<file path="src/bus_ctrl_pkg.sv">
package bus_ctrl_pkg;

    localparam int DATA_WIDTH = 16;
    localparam int ADDR_WIDTH = 12;          // master address width
    localparam int M_COUNT = 2;              // internal masters, the external one sits on bit M_COUNT
    localparam int MID_WIDTH = 1;            // master index width
    localparam int SID_WIDTH = 2;            // slave id, 0 selects no slave
    localparam int SLAVE_DEPTHS [3] = '{4096, 4096, 2048};  // indexed by slave id minus one
    localparam int BANK_DEPTH = 16;          // bank words per master
    localparam int BANK_AW = 4;
    localparam int CONFIG_CLK_COUNT = 2;     // cycles spent in each config sub-state
    localparam int COM_START_DELAY = 3;      // extra wait before the second master starts
    localparam int FIRST_START_MASTER = 0;

    typedef enum logic [3:0] {
        slave_sel,
        rw_sel,
        ext_write_sel,
        ext_write_m0,
        ext_write_m01,     // master 0 words first, then master 1
        ext_write_m1,
        first_addr_m0,
        first_addr_m1,
        len_m0,
        len_m1,
        config_masters,
        com_ready,
        communicating,
        com_done
    } main_state_t;

    typedef enum logic [1:0] {
        cfg_start,
        cfg_middle,
        cfg_last,
        cfg_done           // idle between configuration runs
    } config_state_t;

endpackage

</file>
<file path="src/bus_ctrl_top.sv">
`timescale 1ns/1ns

module bus_ctrl_top (
    input  logic clk,
    input  logic rstN,
    input  logic advance,
    input  logic next_addr,
    input  logic ext_toggle,
    input  logic [bus_ctrl_pkg::DATA_WIDTH-1:0] sw,
    input  logic [bus_ctrl_pkg::M_COUNT-1:0] m_done,
    output logic [bus_ctrl_pkg::M_COUNT-1:0][bus_ctrl_pkg::SID_WIDTH-1:0] m_slave_id,
    output logic [bus_ctrl_pkg::M_COUNT-1:0] m_rd_wr,
    output logic [bus_ctrl_pkg::M_COUNT-1:0] m_in_ex,
    output logic [bus_ctrl_pkg::M_COUNT-1:0] m_burst,
    output logic [bus_ctrl_pkg::M_COUNT-1:0][bus_ctrl_pkg::ADDR_WIDTH-1:0] m_address,
    output logic [bus_ctrl_pkg::M_COUNT-1:0][bus_ctrl_pkg::DATA_WIDTH-1:0] m_data,
    output logic [bus_ctrl_pkg::M_COUNT:0] m_start,
    output logic [bus_ctrl_pkg::M_COUNT:0] m_eoc,
    output logic [3:0] status_led
);

    logic [bus_ctrl_pkg::M_COUNT-1:0][bus_ctrl_pkg::ADDR_WIDTH-1:0] first_addr;
    logic [bus_ctrl_pkg::M_COUNT-1:0][bus_ctrl_pkg::ADDR_WIDTH-1:0] last_addr;
    logic [bus_ctrl_pkg::M_COUNT-1:0][bus_ctrl_pkg::ADDR_WIDTH-1:0] cfg_address;
    logic [bus_ctrl_pkg::M_COUNT-1:0][bus_ctrl_pkg::BANK_AW-1:0] wr_count;
    logic [bus_ctrl_pkg::M_COUNT-1:0] cfg_start;
    logic [bus_ctrl_pkg::M_COUNT-1:0] int_eoc;
    logic [bus_ctrl_pkg::M_COUNT:0] com_start;
    logic [bus_ctrl_pkg::MID_WIDTH-1:0] bank_sel;
    logic [bus_ctrl_pkg::MID_WIDTH-1:0] rd_master;
    logic [bus_ctrl_pkg::BANK_AW-1:0] rd_ptr;
    logic [bus_ctrl_pkg::DATA_WIDTH-1:0] rd_data;
    logic bank_wr;
    logic bank_next;
    logic bank_clear;
    logic cfg_go;
    logic cfg_finished;
    logic launch;
    logic ext_allowed;
    logic addr_follow;
    logic ext_eoc;

    // config pulses and communication pulses never overlap in time
    assign m_start = com_start | {1'b0, cfg_start};
    assign m_eoc = {ext_eoc, int_eoc};

    always_comb begin
        for (int i = 0; i < bus_ctrl_pkg::M_COUNT; i++) begin
            m_address[i] = addr_follow ? sw[bus_ctrl_pkg::ADDR_WIDTH-1:0] : cfg_address[i];
        end
    end

    menu_fsm menu0 (
        .clk, .rstN, .advance, .next_addr, .sw, .m_done, .cfg_finished, .wr_count,
        .m_slave_id, .m_rd_wr, .m_in_ex, .m_burst, .first_addr, .last_addr, .int_eoc,
        .bank_wr, .bank_sel, .bank_clear, .bank_next, .cfg_go, .launch,
        .ext_allowed, .addr_follow, .status_led
    );

    write_bank bank0 (
        .clk, .rstN, .sw, .bank_wr, .bank_sel, .bank_next, .bank_clear,
        .rd_master, .rd_ptr, .rd_data, .wr_count
    );

    config_sequencer cfg0 (
        .clk, .rstN, .cfg_go, .m_in_ex, .wr_count, .first_addr, .last_addr, .rd_data,
        .rd_master, .rd_ptr, .cfg_start, .cfg_address,
        .cfg_data(m_data),
        .cfg_finished
    );

    com_launcher launch0 (
        .clk, .rstN, .launch, .ext_allowed, .ext_toggle, .com_start,
        .m_eoc(ext_eoc)
    );

endmodule

</file>
<file path="src/com_launcher.sv">
`timescale 1ns/1ns

module com_launcher (
    input  logic clk,
    input  logic rstN,
    input  logic launch,
    input  logic ext_allowed,
    input  logic ext_toggle,
    output logic [bus_ctrl_pkg::M_COUNT:0] com_start,
    output logic m_eoc                  // end of the external session
);

    logic pending;                      // second master still waiting
    logic [$clog2(bus_ctrl_pkg::COM_START_DELAY+1)-1:0] delay_cnt;
    logic session;                      // external session open

    always_ff @(posedge clk or negedge rstN) begin
        if (!rstN) begin
            com_start <= '0;
            m_eoc <= 1'b0;
            pending <= 1'b0;
            delay_cnt <= '0;
            session <= 1'b0;
        end else begin
            com_start <= '0;
            m_eoc <= 1'b0;
            if (launch) begin
                com_start[bus_ctrl_pkg::FIRST_START_MASTER] <= 1'b1;
                pending <= 1'b1;
                delay_cnt <= '0;
            end else if (pending) begin
                delay_cnt <= delay_cnt + 1'b1;
                if (delay_cnt == bus_ctrl_pkg::COM_START_DELAY) begin
                    com_start[1 - bus_ctrl_pkg::FIRST_START_MASTER] <= 1'b1;
                    pending <= 1'b0;
                end
            end
            // open or close the external channel
            if (ext_allowed && ext_toggle) begin
                session <= !session;
                if (session) begin
                    m_eoc <= 1'b1;
                end else begin
                    com_start[bus_ctrl_pkg::M_COUNT] <= 1'b1;
                end
            end
        end
    end

endmodule

</file>
<file path="src/config_sequencer.sv">
`timescale 1ns/1ns

module config_sequencer (
    input  logic clk,
    input  logic rstN,
    input  logic cfg_go,
    input  logic [bus_ctrl_pkg::M_COUNT-1:0] m_in_ex,
    input  logic [bus_ctrl_pkg::M_COUNT-1:0][bus_ctrl_pkg::BANK_AW-1:0] wr_count,
    input  logic [bus_ctrl_pkg::M_COUNT-1:0][bus_ctrl_pkg::ADDR_WIDTH-1:0] first_addr,
    input  logic [bus_ctrl_pkg::M_COUNT-1:0][bus_ctrl_pkg::ADDR_WIDTH-1:0] last_addr,
    input  logic [bus_ctrl_pkg::DATA_WIDTH-1:0] rd_data,
    output logic [bus_ctrl_pkg::MID_WIDTH-1:0] rd_master,  // master of the next step
    output logic [bus_ctrl_pkg::BANK_AW-1:0] rd_ptr,       // bank word of the next step
    output logic [bus_ctrl_pkg::M_COUNT-1:0] cfg_start,
    output logic [bus_ctrl_pkg::M_COUNT-1:0][bus_ctrl_pkg::ADDR_WIDTH-1:0] cfg_address,
    output logic [bus_ctrl_pkg::M_COUNT-1:0][bus_ctrl_pkg::DATA_WIDTH-1:0] cfg_data,
    output logic cfg_finished
);

    bus_ctrl_pkg::config_state_t state, nxt_state;
    logic [bus_ctrl_pkg::MID_WIDTH-1:0] master;
    logic [bus_ctrl_pkg::BANK_AW-1:0] ptr;
    logic [$clog2(bus_ctrl_pkg::CONFIG_CLK_COUNT)-1:0] clk_cnt;
    logic last_cnt;
    logic load;      // latch word and address for rd_master
    logic pulse;     // start pulse on sub-state entry
    logic to_last;
    logic finish;

    assign last_cnt = (clk_cnt == bus_ctrl_pkg::CONFIG_CLK_COUNT - 1);

    always_comb begin
        nxt_state = state;
        rd_master = master;
        rd_ptr = ptr;
        load = 1'b0;
        pulse = 1'b0;
        to_last = 1'b0;
        finish = 1'b0;
        case (state)
            bus_ctrl_pkg::cfg_done: begin
                if (cfg_go) begin
                    nxt_state = bus_ctrl_pkg::cfg_start;
                    rd_master = '0;
                    rd_ptr = '0;
                    load = 1'b1;
                    pulse = 1'b1;
                end
            end
            bus_ctrl_pkg::cfg_start: begin
                if (last_cnt) begin
                    load = 1'b1;
                    to_last = 1'b1;
                    if (!m_in_ex[master] || wr_count[master] <= 1) begin  // nothing in between
                        nxt_state = bus_ctrl_pkg::cfg_last;
                        rd_ptr = wr_count[master];
                        pulse = 1'b1;
                    end else begin
                        nxt_state = bus_ctrl_pkg::cfg_middle;
                        rd_ptr = ptr + 1'b1;
                    end
                end
            end
            bus_ctrl_pkg::cfg_middle: begin
                if (last_cnt) begin
                    load = 1'b1;
                    to_last = 1'b1;
                    rd_ptr = ptr + 1'b1;
                    if (rd_ptr == wr_count[master]) begin  // final word goes with the last address
                        nxt_state = bus_ctrl_pkg::cfg_last;
                        pulse = 1'b1;
                    end
                end
            end
            bus_ctrl_pkg::cfg_last: begin
                if (last_cnt) begin
                    if (master == bus_ctrl_pkg::M_COUNT - 1) begin
                        nxt_state = bus_ctrl_pkg::cfg_done;
                        finish = 1'b1;
                    end else begin
                        nxt_state = bus_ctrl_pkg::cfg_start;
                        rd_master = master + 1'b1;
                        rd_ptr = '0;
                        load = 1'b1;
                        pulse = 1'b1;
                    end
                end
            end
            default: nxt_state = bus_ctrl_pkg::cfg_done;
        endcase
    end

    always_ff @(posedge clk or negedge rstN) begin
        if (!rstN) begin
            state <= bus_ctrl_pkg::cfg_done;
            master <= '0;
            ptr <= '0;
            clk_cnt <= '0;
            cfg_start <= '0;
            cfg_finished <= 1'b0;
        end else begin
            state <= nxt_state;
            master <= rd_master;
            ptr <= rd_ptr;
            // every sub-state leaves on last_cnt, so the count restarts there
            clk_cnt <= (last_cnt || state == bus_ctrl_pkg::cfg_done) ? '0 : clk_cnt + 1'b1;
            cfg_start <= '0;
            if (pulse) cfg_start[rd_master] <= 1'b1;
            cfg_finished <= finish;
        end
    end

    always_ff @(posedge clk) begin
        if (load) begin
            cfg_data[rd_master] <= rd_data;
            cfg_address[rd_master] <= to_last ? last_addr[rd_master] : first_addr[rd_master];
        end
    end

    // a new run is only requested while idle
    assert property (@(posedge clk) disable iff (!rstN)
        cfg_go |-> state == bus_ctrl_pkg::cfg_done);

endmodule

</file>
<file path="src/menu_fsm.sv">
`timescale 1ns/1ns

module menu_fsm (
    input  logic clk,
    input  logic rstN,
    input  logic advance,
    input  logic next_addr,
    input  logic [bus_ctrl_pkg::DATA_WIDTH-1:0] sw,
    input  logic [bus_ctrl_pkg::M_COUNT-1:0] m_done,
    input  logic cfg_finished,
    input  logic [bus_ctrl_pkg::M_COUNT-1:0][bus_ctrl_pkg::BANK_AW-1:0] wr_count,
    output logic [bus_ctrl_pkg::M_COUNT-1:0][bus_ctrl_pkg::SID_WIDTH-1:0] m_slave_id,
    output logic [bus_ctrl_pkg::M_COUNT-1:0] m_rd_wr,
    output logic [bus_ctrl_pkg::M_COUNT-1:0] m_in_ex,
    output logic [bus_ctrl_pkg::M_COUNT-1:0] m_burst,
    output logic [bus_ctrl_pkg::M_COUNT-1:0][bus_ctrl_pkg::ADDR_WIDTH-1:0] first_addr,
    output logic [bus_ctrl_pkg::M_COUNT-1:0][bus_ctrl_pkg::ADDR_WIDTH-1:0] last_addr,
    output logic [bus_ctrl_pkg::M_COUNT-1:0] int_eoc,
    output logic bank_wr,
    output logic [bus_ctrl_pkg::MID_WIDTH-1:0] bank_sel,
    output logic bank_clear,
    output logic bank_next,
    output logic cfg_go,
    output logic launch,
    output logic ext_allowed,
    output logic addr_follow,
    output logic [3:0] status_led
);

    bus_ctrl_pkg::main_state_t state, nxt_state;
    logic [bus_ctrl_pkg::ADDR_WIDTH-1:0] sw_addr;
    logic all_done;

    assign sw_addr = sw[bus_ctrl_pkg::ADDR_WIDTH-1:0];

    // first + length, held at the slave depth once the sum reaches it
    function automatic logic [bus_ctrl_pkg::ADDR_WIDTH-1:0] clamp_last(
        input logic [bus_ctrl_pkg::SID_WIDTH-1:0] sid,
        input logic [bus_ctrl_pkg::ADDR_WIDTH-1:0] first,
        input logic [bus_ctrl_pkg::ADDR_WIDTH-1:0] len
    );
        int depth;
        logic [bus_ctrl_pkg::ADDR_WIDTH:0] sum;
        depth = (sid == '0) ? bus_ctrl_pkg::SLAVE_DEPTHS[0] : bus_ctrl_pkg::SLAVE_DEPTHS[sid - 1];
        sum = {1'b0, first} + {1'b0, len};  // one extra bit so the carry is kept
        return (sum >= depth) ? depth[bus_ctrl_pkg::ADDR_WIDTH-1:0] : sum[bus_ctrl_pkg::ADDR_WIDTH-1:0];
    endfunction

    always_comb begin
        nxt_state = state;
        case (state)
            bus_ctrl_pkg::slave_sel: begin
                if (advance) begin
                    nxt_state = (sw[bus_ctrl_pkg::M_COUNT*bus_ctrl_pkg::SID_WIDTH-1:0] == '0) ?
                                bus_ctrl_pkg::com_done : bus_ctrl_pkg::rw_sel;
                end
            end
            bus_ctrl_pkg::rw_sel: if (advance) nxt_state = bus_ctrl_pkg::ext_write_sel;
            bus_ctrl_pkg::ext_write_sel: begin
                if (advance) begin
                    case (sw[1:0])  // one bit per master wanting bank words
                        2'b00: nxt_state = bus_ctrl_pkg::first_addr_m0;
                        2'b01: nxt_state = bus_ctrl_pkg::ext_write_m0;
                        2'b10: nxt_state = bus_ctrl_pkg::ext_write_m1;
                        default: nxt_state = bus_ctrl_pkg::ext_write_m01;
                    endcase
                end
            end
            bus_ctrl_pkg::ext_write_m0: if (advance) nxt_state = bus_ctrl_pkg::first_addr_m0;
            bus_ctrl_pkg::ext_write_m01: if (advance) nxt_state = bus_ctrl_pkg::ext_write_m1;
            bus_ctrl_pkg::ext_write_m1: if (advance) nxt_state = bus_ctrl_pkg::first_addr_m0;
            bus_ctrl_pkg::first_addr_m0: if (advance) nxt_state = bus_ctrl_pkg::first_addr_m1;
            bus_ctrl_pkg::first_addr_m1: if (advance) nxt_state = bus_ctrl_pkg::len_m0;
            bus_ctrl_pkg::len_m0: if (advance) nxt_state = bus_ctrl_pkg::len_m1;
            bus_ctrl_pkg::len_m1: if (advance) nxt_state = bus_ctrl_pkg::config_masters;
            bus_ctrl_pkg::config_masters: if (cfg_finished) nxt_state = bus_ctrl_pkg::com_ready;
            bus_ctrl_pkg::com_ready: if (advance) nxt_state = bus_ctrl_pkg::communicating;
            bus_ctrl_pkg::communicating: if (all_done) nxt_state = bus_ctrl_pkg::com_done;
            default: nxt_state = state;  // com_done holds until reset
        endcase
    end

    // a master with no slave counts as done
    always_comb begin
        all_done = 1'b1;
        for (int i = 0; i < bus_ctrl_pkg::M_COUNT; i++) begin
            all_done = all_done && (m_done[i] || (m_slave_id[i] == '0));
        end
    end

    always_ff @(posedge clk or negedge rstN) begin
        if (!rstN) begin
            state <= bus_ctrl_pkg::slave_sel;
            m_slave_id <= '0;
            m_rd_wr <= '0;
            m_in_ex <= '0;
            m_burst <= '0;
            first_addr <= '0;
            last_addr <= '0;
            int_eoc <= '0;
        end else begin
            state <= nxt_state;
            int_eoc <= '0;
            case (state)
                bus_ctrl_pkg::slave_sel: begin
                    m_slave_id <= sw[bus_ctrl_pkg::M_COUNT*bus_ctrl_pkg::SID_WIDTH-1:0];
                    if (nxt_state == bus_ctrl_pkg::com_done) int_eoc <= '1;  // masters skip to their end
                end
                bus_ctrl_pkg::rw_sel: m_rd_wr <= sw[bus_ctrl_pkg::M_COUNT-1:0];
                bus_ctrl_pkg::ext_write_sel: m_in_ex <= sw[bus_ctrl_pkg::M_COUNT-1:0];
                bus_ctrl_pkg::first_addr_m0: first_addr[0] <= sw_addr;
                bus_ctrl_pkg::first_addr_m1: first_addr[1] <= sw_addr;
                bus_ctrl_pkg::len_m0: last_addr[0] <= clamp_last(m_slave_id[0], first_addr[0], sw_addr);
                bus_ctrl_pkg::len_m1: last_addr[1] <= clamp_last(m_slave_id[1], first_addr[1], sw_addr);
                default: ;
            endcase
            if (bank_next) m_burst[bank_sel] <= 1'b1;  // more than one word entered
        end
    end

    assign bank_wr = state inside {bus_ctrl_pkg::ext_write_m0, bus_ctrl_pkg::ext_write_m01,
                                   bus_ctrl_pkg::ext_write_m1};
    assign bank_sel = (state == bus_ctrl_pkg::ext_write_m1);
    // a full bank ignores further next_addr strobes
    assign bank_next = bank_wr && next_addr && (wr_count[bank_sel] != bus_ctrl_pkg::BANK_DEPTH - 1);
    assign bank_clear = bank_wr && advance;
    assign cfg_go = (state == bus_ctrl_pkg::len_m1) && advance;
    assign launch = (state == bus_ctrl_pkg::com_ready) && advance;
    assign ext_allowed = state inside {bus_ctrl_pkg::communicating, bus_ctrl_pkg::com_done};
    assign addr_follow = (state == bus_ctrl_pkg::com_done);
    assign status_led = {state == bus_ctrl_pkg::communicating, state == bus_ctrl_pkg::com_done,
                         state == bus_ctrl_pkg::com_ready, state == bus_ctrl_pkg::slave_sel};

    // the sequencer reports back only while the menu waits for it
    assert property (@(posedge clk) disable iff (!rstN)
        cfg_finished |-> state == bus_ctrl_pkg::config_masters);

endmodule

</file>
<file path="src/write_bank.sv">
`timescale 1ns/1ns

module write_bank (
    input  logic clk,
    input  logic rstN,
    input  logic [bus_ctrl_pkg::DATA_WIDTH-1:0] sw,
    input  logic bank_wr,
    input  logic [bus_ctrl_pkg::MID_WIDTH-1:0] bank_sel,
    input  logic bank_next,
    input  logic bank_clear,
    input  logic [bus_ctrl_pkg::MID_WIDTH-1:0] rd_master,
    input  logic [bus_ctrl_pkg::BANK_AW-1:0] rd_ptr,
    output logic [bus_ctrl_pkg::DATA_WIDTH-1:0] rd_data,
    output logic [bus_ctrl_pkg::M_COUNT-1:0][bus_ctrl_pkg::BANK_AW-1:0] wr_count
);

    logic [bus_ctrl_pkg::DATA_WIDTH-1:0] mem [bus_ctrl_pkg::M_COUNT][bus_ctrl_pkg::BANK_DEPTH];
    logic [bus_ctrl_pkg::BANK_AW-1:0] wr_ptr;  // shared by both masters

    // the word under the pointer tracks the switches
    always_ff @(posedge clk) begin
        if (bank_wr) mem[bank_sel][wr_ptr] <= sw;
    end

    always_ff @(posedge clk or negedge rstN) begin
        if (!rstN) begin
            wr_ptr <= '0;
            wr_count <= '0;
        end else if (bank_clear) begin
            wr_ptr <= '0;  // next master starts at word 0
        end else if (bank_next) begin
            wr_ptr <= wr_ptr + 1'b1;
            wr_count[bank_sel] <= wr_count[bank_sel] + 1'b1;
        end
    end

    assign rd_data = mem[rd_master][rd_ptr];

    // menu gating has to stop the count before it wraps
    assert property (@(posedge clk) disable iff (!rstN)
        bank_next |-> wr_count[bank_sel] < bus_ctrl_pkg::BANK_DEPTH - 1);

endmodule
</file>
<file path="config.mk">
export PLATFORM = sky130hd
export DESIGN_NAME = bus_ctrl_top
export DESIGN_NICKNAME = d
export VERILOG_FILES = /design/src/bus_ctrl_pkg.sv /design/src/bus_ctrl_top.sv /design/src/com_launcher.sv /design/src/config_sequencer.sv /design/src/menu_fsm.sv /design/src/write_bank.sv
export SDC_FILE = /design/constraint.sdc
export NUM_CORES = 1
export LEC_CHECK = 0
export ABC_AREA = 1
export BUFFER_PORTS_ARGS = -buffer_cell sky130_fd_sc_hd__buf_2
export CORE_MARGIN = 1.5
export CORE_UTILIZATION = 60
export DETAILED_ROUTE_END_ITERATION = 12
export GPL_TIMING_DRIVEN = 0
export HOLD_SLACK_MARGIN = 0.15
export MAX_ROUTING_LAYER = met4
export PLACE_DENSITY = 0.76
export RECOVER_POWER = 100
export SETUP_SLACK_MARGIN = 0.5
export SLEW_MARGIN = 20
export SYNTH_ARGS = -nofsm -noshare
export SYNTH_HDL_FRONTEND = slang
export SYNTH_HIERARCHICAL = 1
export SYNTH_SLANG_ARGS = --single-unit
</file>
<file path="constraint.sdc">
create_clock -name clk -period 7.3 [get_ports clk]
set_clock_uncertainty 0.1 [all_clocks]
set_input_delay 0.73 -clock clk [delete_from_list [all_inputs] [get_ports clk]]
set_output_delay 0.73 -clock clk [all_outputs]
set_load 0.02 [all_outputs]
</file>
# ---- Word-level counts from Yosys, hierarchy flattened
# Memory sizes are Yosys's and may differ from the RTL's.
# Index checks and enable logic that the tools add are counted.
dict set report totals {
  ff_bits 151
  ram_bits 512
  in_bits 23
  output_inout_bits 76
  elab_cells 227
  memories 1
}
# memory depth width read_ports rd_ports_with_merged_regs wr line
set memory_table {}
lappend memory_table {bank0.mem 2 256 1 0 1 write_bank.sv:17} ;# logic [bus_ctrl_pkg::DATA_WIDTH-1:0] mem [bus_ctrl_pkg::M_COUNT][bus_ctrl_pkg::BANK_DEPTH];
dict set report classes {
  add_sub_neg 10
  order_cmp 13
  eq_ne 27
  muxes 110
  bitwise 7
  n_reduce_logical 30
}
# op n
set op_table {}
lappend op_table {{$mux W256} 1}
lappend op_table {{$mux W32} 6}
lappend op_table {{$bmux W32 S2} 2}
lappend op_table {{$mux W12} 10}
lappend op_table {{$mux W4} 26}
lappend op_table {{$ge A33 B3 Y1 const B} 2}
lappend op_table {{$not A32 Y33} 2}
lappend op_table {{$bmux W16 S4} 1}
lappend op_table {{$demux W16 S4} 1}
lappend op_table {{$ge A13 B32 Y1} 2}
lappend op_table {{$mux W16} 4}
lappend op_table {{$pmux W4 S12} 1}
lappend op_table {{$bwmux W32} 1}
lappend op_table {{$mux W1} 32}
lappend op_table {{$eq A4 B4 Y1 const B} 7}
lappend op_table {{$add A12 B12 Y13} 2}
lappend op_table {{$bwmux W24} 1}
lappend op_table {{$mux W2} 12}
lappend op_table {{$demux W16 S1} 1}
lappend op_table {{$eq A4 B3 Y1 const B} 4}
lappend op_table {{$pmux W4 S4} 1}
lappend op_table {{$add A4 B1 Y4 const B} 3}
lappend op_table {{$demux W12 S1} 1}
lappend op_table {{$ge A5 B5 Y1 const B} 2}
lappend op_table {{36 further kinds} 72}

# ---- Depth between registers and ports, before layout
dict set report depth {
  ltp_word 12
  ltp_mapped 23
  mapped_depth_nobuf 19
}

# ---- Cells and area by module
# The synthesis kept the hierarchy.
# mod instances cells_each area_each_um2 seq_area_each_um2
set by_module_without_submodules {}
lappend by_module_without_submodules {write_bank 1 1848 21581.9 15675.0}
lappend by_module_without_submodules {menu_fsm 1 537 4060.1 1576.5}
lappend by_module_without_submodules {config_sequencer 1 303 3036.7 1959.4}
lappend by_module_without_submodules {com_launcher 1 29 295.3 200.2}
lappend by_module_without_submodules {bus_ctrl_top 1 67 279.0 0.0}

# ---- Worst setup path before layout
# No wires, ideal clock.
dict set report synth_timing {
  path_kind {flip-flop to flip-flop}
  startpoint {register menu0.state[1]}
  endpoint {register cfg0/cfg_address[0] (netlist name) (enable)}
  setup_ps 413
  t_arrival_ps 2776
  required_time_ps 6787
  path_slack_ps 4011
  stages_incl_launch_ff 13
  path_buffers 3
  synth_period_minus_slack_ps 3289
  cell_sequence {dfrtp_1 buf_4 inv_2 nand2_2 nor2_4 inv_2 buf_2 nor2_1 nand2_1 nand2_2 nand2_4 buf_4 nor2_1}
}
dict set report synth_via {
  elab_chain_len 4
}
# item line
set synth_lines {}
lappend synth_lines {{start, declared} menu_fsm.sv:30} ;# bus_ctrl_pkg::main_state_t state, nxt_state;
lappend synth_lines {{start signal, assigned} menu_fsm.sv:93} ;# state <= bus_ctrl_pkg::slave_sel;
lappend synth_lines {{start signal, assigned} menu_fsm.sv:102} ;# state <= nxt_state;
lappend synth_lines {{$eq A4 B4 Y1} menu_fsm.sv:127} ;# assign cfg_go = (state == bus_ctrl_pkg::len_m1) && advance;
lappend synth_lines {{$logic_and A1 B1 Y1} menu_fsm.sv:127}
lappend synth_lines {{named net cfg_go} bus_ctrl_top.sv:36} ;# logic cfg_go;
lappend synth_lines {{$mux W1} config_sequencer.sv:42} ;# if (cfg_go) begin
lappend synth_lines {{$pmux W1 S3} config_sequencer.sv:40} ;# case (state)
lappend synth_lines {{end signal, assigned by index} config_sequencer.sv:116} ;# cfg_address[rd_master] <= to_last ? last_addr[rd_master] : first_addr[rd_master];
lappend synth_lines {{end, declared} config_sequencer.sv:15} ;# output logic [bus_ctrl_pkg::M_COUNT-1:0][bus_ctrl_pkg::ADDR_WIDTH-1:0] cfg_address,
# The timed path passes the listed nets, and every way through them passes these cells.
# A chain may end at the register's enable or synchronous reset.

# ---- Worst setup path in the final report
dict set report layout_timing {
  startpoint {register menu0.state[2]}
  endpoint {register cfg0/cfg_data[20] (netlist name) (data pin)}
}
dict set report layout_via {
  elab_chain_len 9
  elab_cells_between_ends 17
  classes_between {order compare: 2; eq/ne: 1; mux: 10; bitwise: 1; reduce/logical: 2; memory: 1}
}
# item line
set layout_lines {}
lappend layout_lines {{$eq A4 B4 Y1} menu_fsm.sv:127}
lappend layout_lines {{$logic_and A1 B1 Y1} menu_fsm.sv:127}
lappend layout_lines {{named net cfg_go} bus_ctrl_top.sv:36}
lappend layout_lines {{$mux W1} config_sequencer.sv:42}
lappend layout_lines {{$pmux W1 S2} config_sequencer.sv:40}
lappend layout_lines {{named net rd_master} bus_ctrl_top.sv:30} ;# logic [bus_ctrl_pkg::MID_WIDTH-1:0] rd_master;
lappend layout_lines {{$mem_v2 Z2 W256} n/a}
lappend layout_lines {{$bmux W16 S4} write_bank.sv:37} ;# assign rd_data = mem[rd_master][rd_ptr];
lappend layout_lines {{$mux W16 (not written as such) (2 in series)} write_bank.sv:37}
lappend layout_lines {{named net rd_data (one bit)} bus_ctrl_top.sv:32} ;# logic [bus_ctrl_pkg::DATA_WIDTH-1:0] rd_data;
lappend layout_lines {{$bwmux W32} config_sequencer.sv:115} ;# cfg_data[rd_master] <= rd_data;
lappend layout_lines {{end signal, assigned by index} config_sequencer.sv:115}
lappend layout_lines {{end, declared} config_sequencer.sv:16} ;# output logic [bus_ctrl_pkg::M_COUNT-1:0][bus_ctrl_pkg::DATA_WIDTH-1:0] cfg_data,
# The timed path passes the listed nets, and every way through them passes these cells. The select of a mux whose other input is x is not followed.

==> results.yml <==
place:
  place_area_um2: 31100
  port_buffers: 98
  gp_congestion: 0.979
  dp_hpwl_um: 55300
power_and_ir_drop:
  switching_power_mw: 1.61
  sw_frac_of_total: 0.208
  combinationalPowerShare: 0.027
  power_density_nw_per_um2: 237
  finalPower_mw: 7.75
  p_int_mw: 6.14
  clkPwrFrac: 0.442
  p_seq_frac: 0.531
  ir_drop_mv: 0.162
  p_leak_nw: 12.9
critical_path:
  worstPathRequired_ns: 7.65
  crit_arrival_ns: 5.88
  critPathCaptureType: "register"
  critPathKind: "register to register"
  crit_fanout: 11
  start_kind: "register"
grt:
  antenna_found_initial: 0
  grt_pass1_vias: 20800
  track_usage: 0.339
  grt_max_degree: 65
  overflow: 0
  grt_pass1_wl_um: 122000
final_layout:
  layout_commonest_cell: "nand2_1"
  drive_gt1_frac: 0.0764
  antenna_cells: 0
  layout-area-overhead-vs-synth_pct: 11.8
  layout_common_cells: "nand2_1 (1092), edfxtp_1 (568), nand3_1 (438)"
  finalNetCount: 3059
  postLayoutCoreUtil: 0.682
  final_cell_area_um2: 32700
clock_tree:
  clkTransAtPathRegs_ns: 0.06
  post_cts.repair.setup_buffers: 0
  clk_root_buffer_cell: "clkbuf_16"
  cts_buffers: 69
  cts.path.max_buffers: 3
  hold_buffers: 1
  cts.sinks: 662
  ctsResizeCount: 0
  cts_tree: "yes"
  clk_latency_ns: 0.61
  htreeDepth: 3
yosys:
  synth.ff_latch_count: 662
  synth_cells: 2784
  synth_mux_area_frac: 0
  async_flop_share: 0.142
  yosys-top-cells-area: "edfxtp_1 (58%), nand2_1 (14%), dfrtp_1 (7.9%)"
  yosysUniqueCellTypes: 52
  synth_top_family_by_area: "simple AND/OR/NAND/NOR gates"
  yosys_warnings: 6
  syn_nets: 2847
  synth-compound-area-share: 0.0327
  synth_ff_type: "edfxtp_1"
  syn_avg_cell_area_um2: 10.5
  synthSimpleGateAreaFrac: 0.237
  synthAdderAreaFrac: 0.0176
  synth_largest_area_cell: "edfxtp_1"
  netlist_area_um2: 29300
  synth_top_area_share: 0.583
  synth_edf_count: 568
  seq_area_frac_synth: 0.664
  synth_xor_area_frac: 0.00180
detailed_routing:
  final_antenna_net_count: 0
  drt-initial-drc-count: 2359
  drtPass1Iterations: 6
  wl_per_cell_um: 22.2
  finalWirelength_um: 81400
  vias: 21600
  drc: 0
  drt-vias-per-instance: 5.89
sta:
  finalCriticalPeriod_ns: 5.53
  rsz0062_at_grt: "false"
  slew_headroom: -0.703
  fin_crit_sh: 0.758
  fmax_ghz: 0.181
  whs_ns: 0.305
  tns_ns: 0
  worst_pin_slew_ns: 2.56
  hold_viol_final: 0
  slew_violations: 626
  setup_violations: 0
status:
  violations: "capacitance limit, slew limit"
  run_status: "finished with violations"
hold_path:
  hold_path_class: "input port to register"
floorplanning:
  io_pins: 99
  rows: 80
  initial_core_util: 0.610
  core_um2: 47900
  die_w_um: 224
  dieArea_um2: 50100
  die_h_um: 224
run:
  max_cap_violations: 20
[power groups by stage]
| stage | sequential (mW) | clock [mW] | combinational [mW] |
|---|---|---|---|
| 6_report | 4.11 | 3.42 | 0.212 |
| 5_1_grt | 4.11 | 3.56 | 0.231 |
| 4_1_cts | 4.11 | 3.43 | 0.214 |
| 3_5_place_dp | 4.19 | 0 | 0.213 |
| 3_3_place_gp | 4.19 | 0 | 0.205 |
| 2_1_floorplan | 4.19 | 0 | 0.0928 |
[final timing paths]
check | start | endpoint | slack (ns) | cells after the start
max | menu0/state[2] | cfg0/cfg_data[20] | 1.77 | 21
min | ext_toggle | launch0/m_eoc | 0.30 | 3
max reg2reg | menu0/state[2] | cfg0/cfg_data[20] | 1.77 | 21
min reg2reg | menu0/m_burst[1] | menu0/m_burst[1] | 0.36 | 2
max in group asynchronous | rstN | cfg0/state[1] | 4.91 | 3
min in group asynchronous | rstN | menu0/last_addr[11] | 1.08 | 2
[worst max-delay path, stage by stage (launching register included)]
cell      delay, ns
dfrtp_1        0.46
nor2_1         0.11
inv_1          0.18
nor2_4         0.03
inv_1          0.24
clkbuf_1       0.44
nor2_1         0.15
nand2_1        0.11
nand2_2        0.04
nand2_1        0.40
clkbuf_1       0.50
clkbuf_1       0.40
clkbuf_1       0.89
clkbuf_1       0.47
nand2_1        0.12
nand3_1        0.13
nand3_1        0.12
nand2_1        0.09
nand2_1        0.05
nand2_1        0.10
nand2_1        0.09
nand2_1        0.14
[metal layers]
layer / track usage / up-vias / share of wire
met5: - / - / 0
met4: 0.130 / 0 / 0.045
met3: 0.0632 / 217 / 0.096
met2: 0.533 / 1134 / 0.47
met1: 0.445 / 10300 / 0.39
li1: - / 9940 / -
[registers in the layout, indices dropped and copies added (netlist names), 2 cells and up]
register           flops
bank0/wr_ptr           4
menu0/first_addr      24
bank0/mem            512
menu0/last_addr       24
cfg0/cfg_address      24
menu0/m_burst          2
cfg0/state             2
cfg0/cfg_start         2
menu0/state            4
menu0/m_slave_id       4
bank0/wr_count         8
launch0/delay_cnt      2
cfg0/ptr               4
menu0/m_in_ex          2
cfg0/cfg_data         32
launch0/com_start      3
menu0/m_rd_wr          2
[cell families after synthesis]
kind of cell               count (synthesis)
DFF                                      662
AOI/OAI and AO/OA                        162
and+or+nand+nor                         1658
adders and majority gates                 40
xor gates and xnor gates                   6
buffers and inverters                    256
[per-stage QoR]
step | instances | worst slack, ns
floorplan | 2784 | 4.01
global placement | 3497 | 2.67
detailed placement | 3539 | 2.80
CTS | 3663 | 3.30
global route | 3663 | 1.53
finish | 3663 | 1.77
[area by class of cell]
class | count | area (um^2)
Sequential cell | 662 | 19400
Buffer | 135 | 873
Fill cell | 3628 | 15300
Multi-Input combinational cell | 1866 | 8420
Inverter | 121 | 463
Clock buffer | 90 | 1870
Tap cell | 615 | 769
Timing Repair Buffer | 141 | 589
Clock inverter | 33 | 300
[synth_stat cells (3+ instances only)]
master	number
nand2_1	1090
inv_1	105
o21ai_1	12
nor2_2	6
xnor2_1	3
o211ai_1	3
xor2_1	3
inv_2	13
dfrtp_1	92
ha_1	38
nor2_1	68
nand4_1	13
buf_2	47
a21o_1	3
buf_1	5
a21oi_1	39
a21oi_2	9
buf_4	28
nor3_1	28
buf_6	26
a31oi_1	12
o21bai_1	4
nor2_4	3
clkbuf_1	26
o21ai_0	62
nand2_2	4
edfxtp_1	568
nand3_1	438
Note: power is estimated with default switching activity, not from simulation.
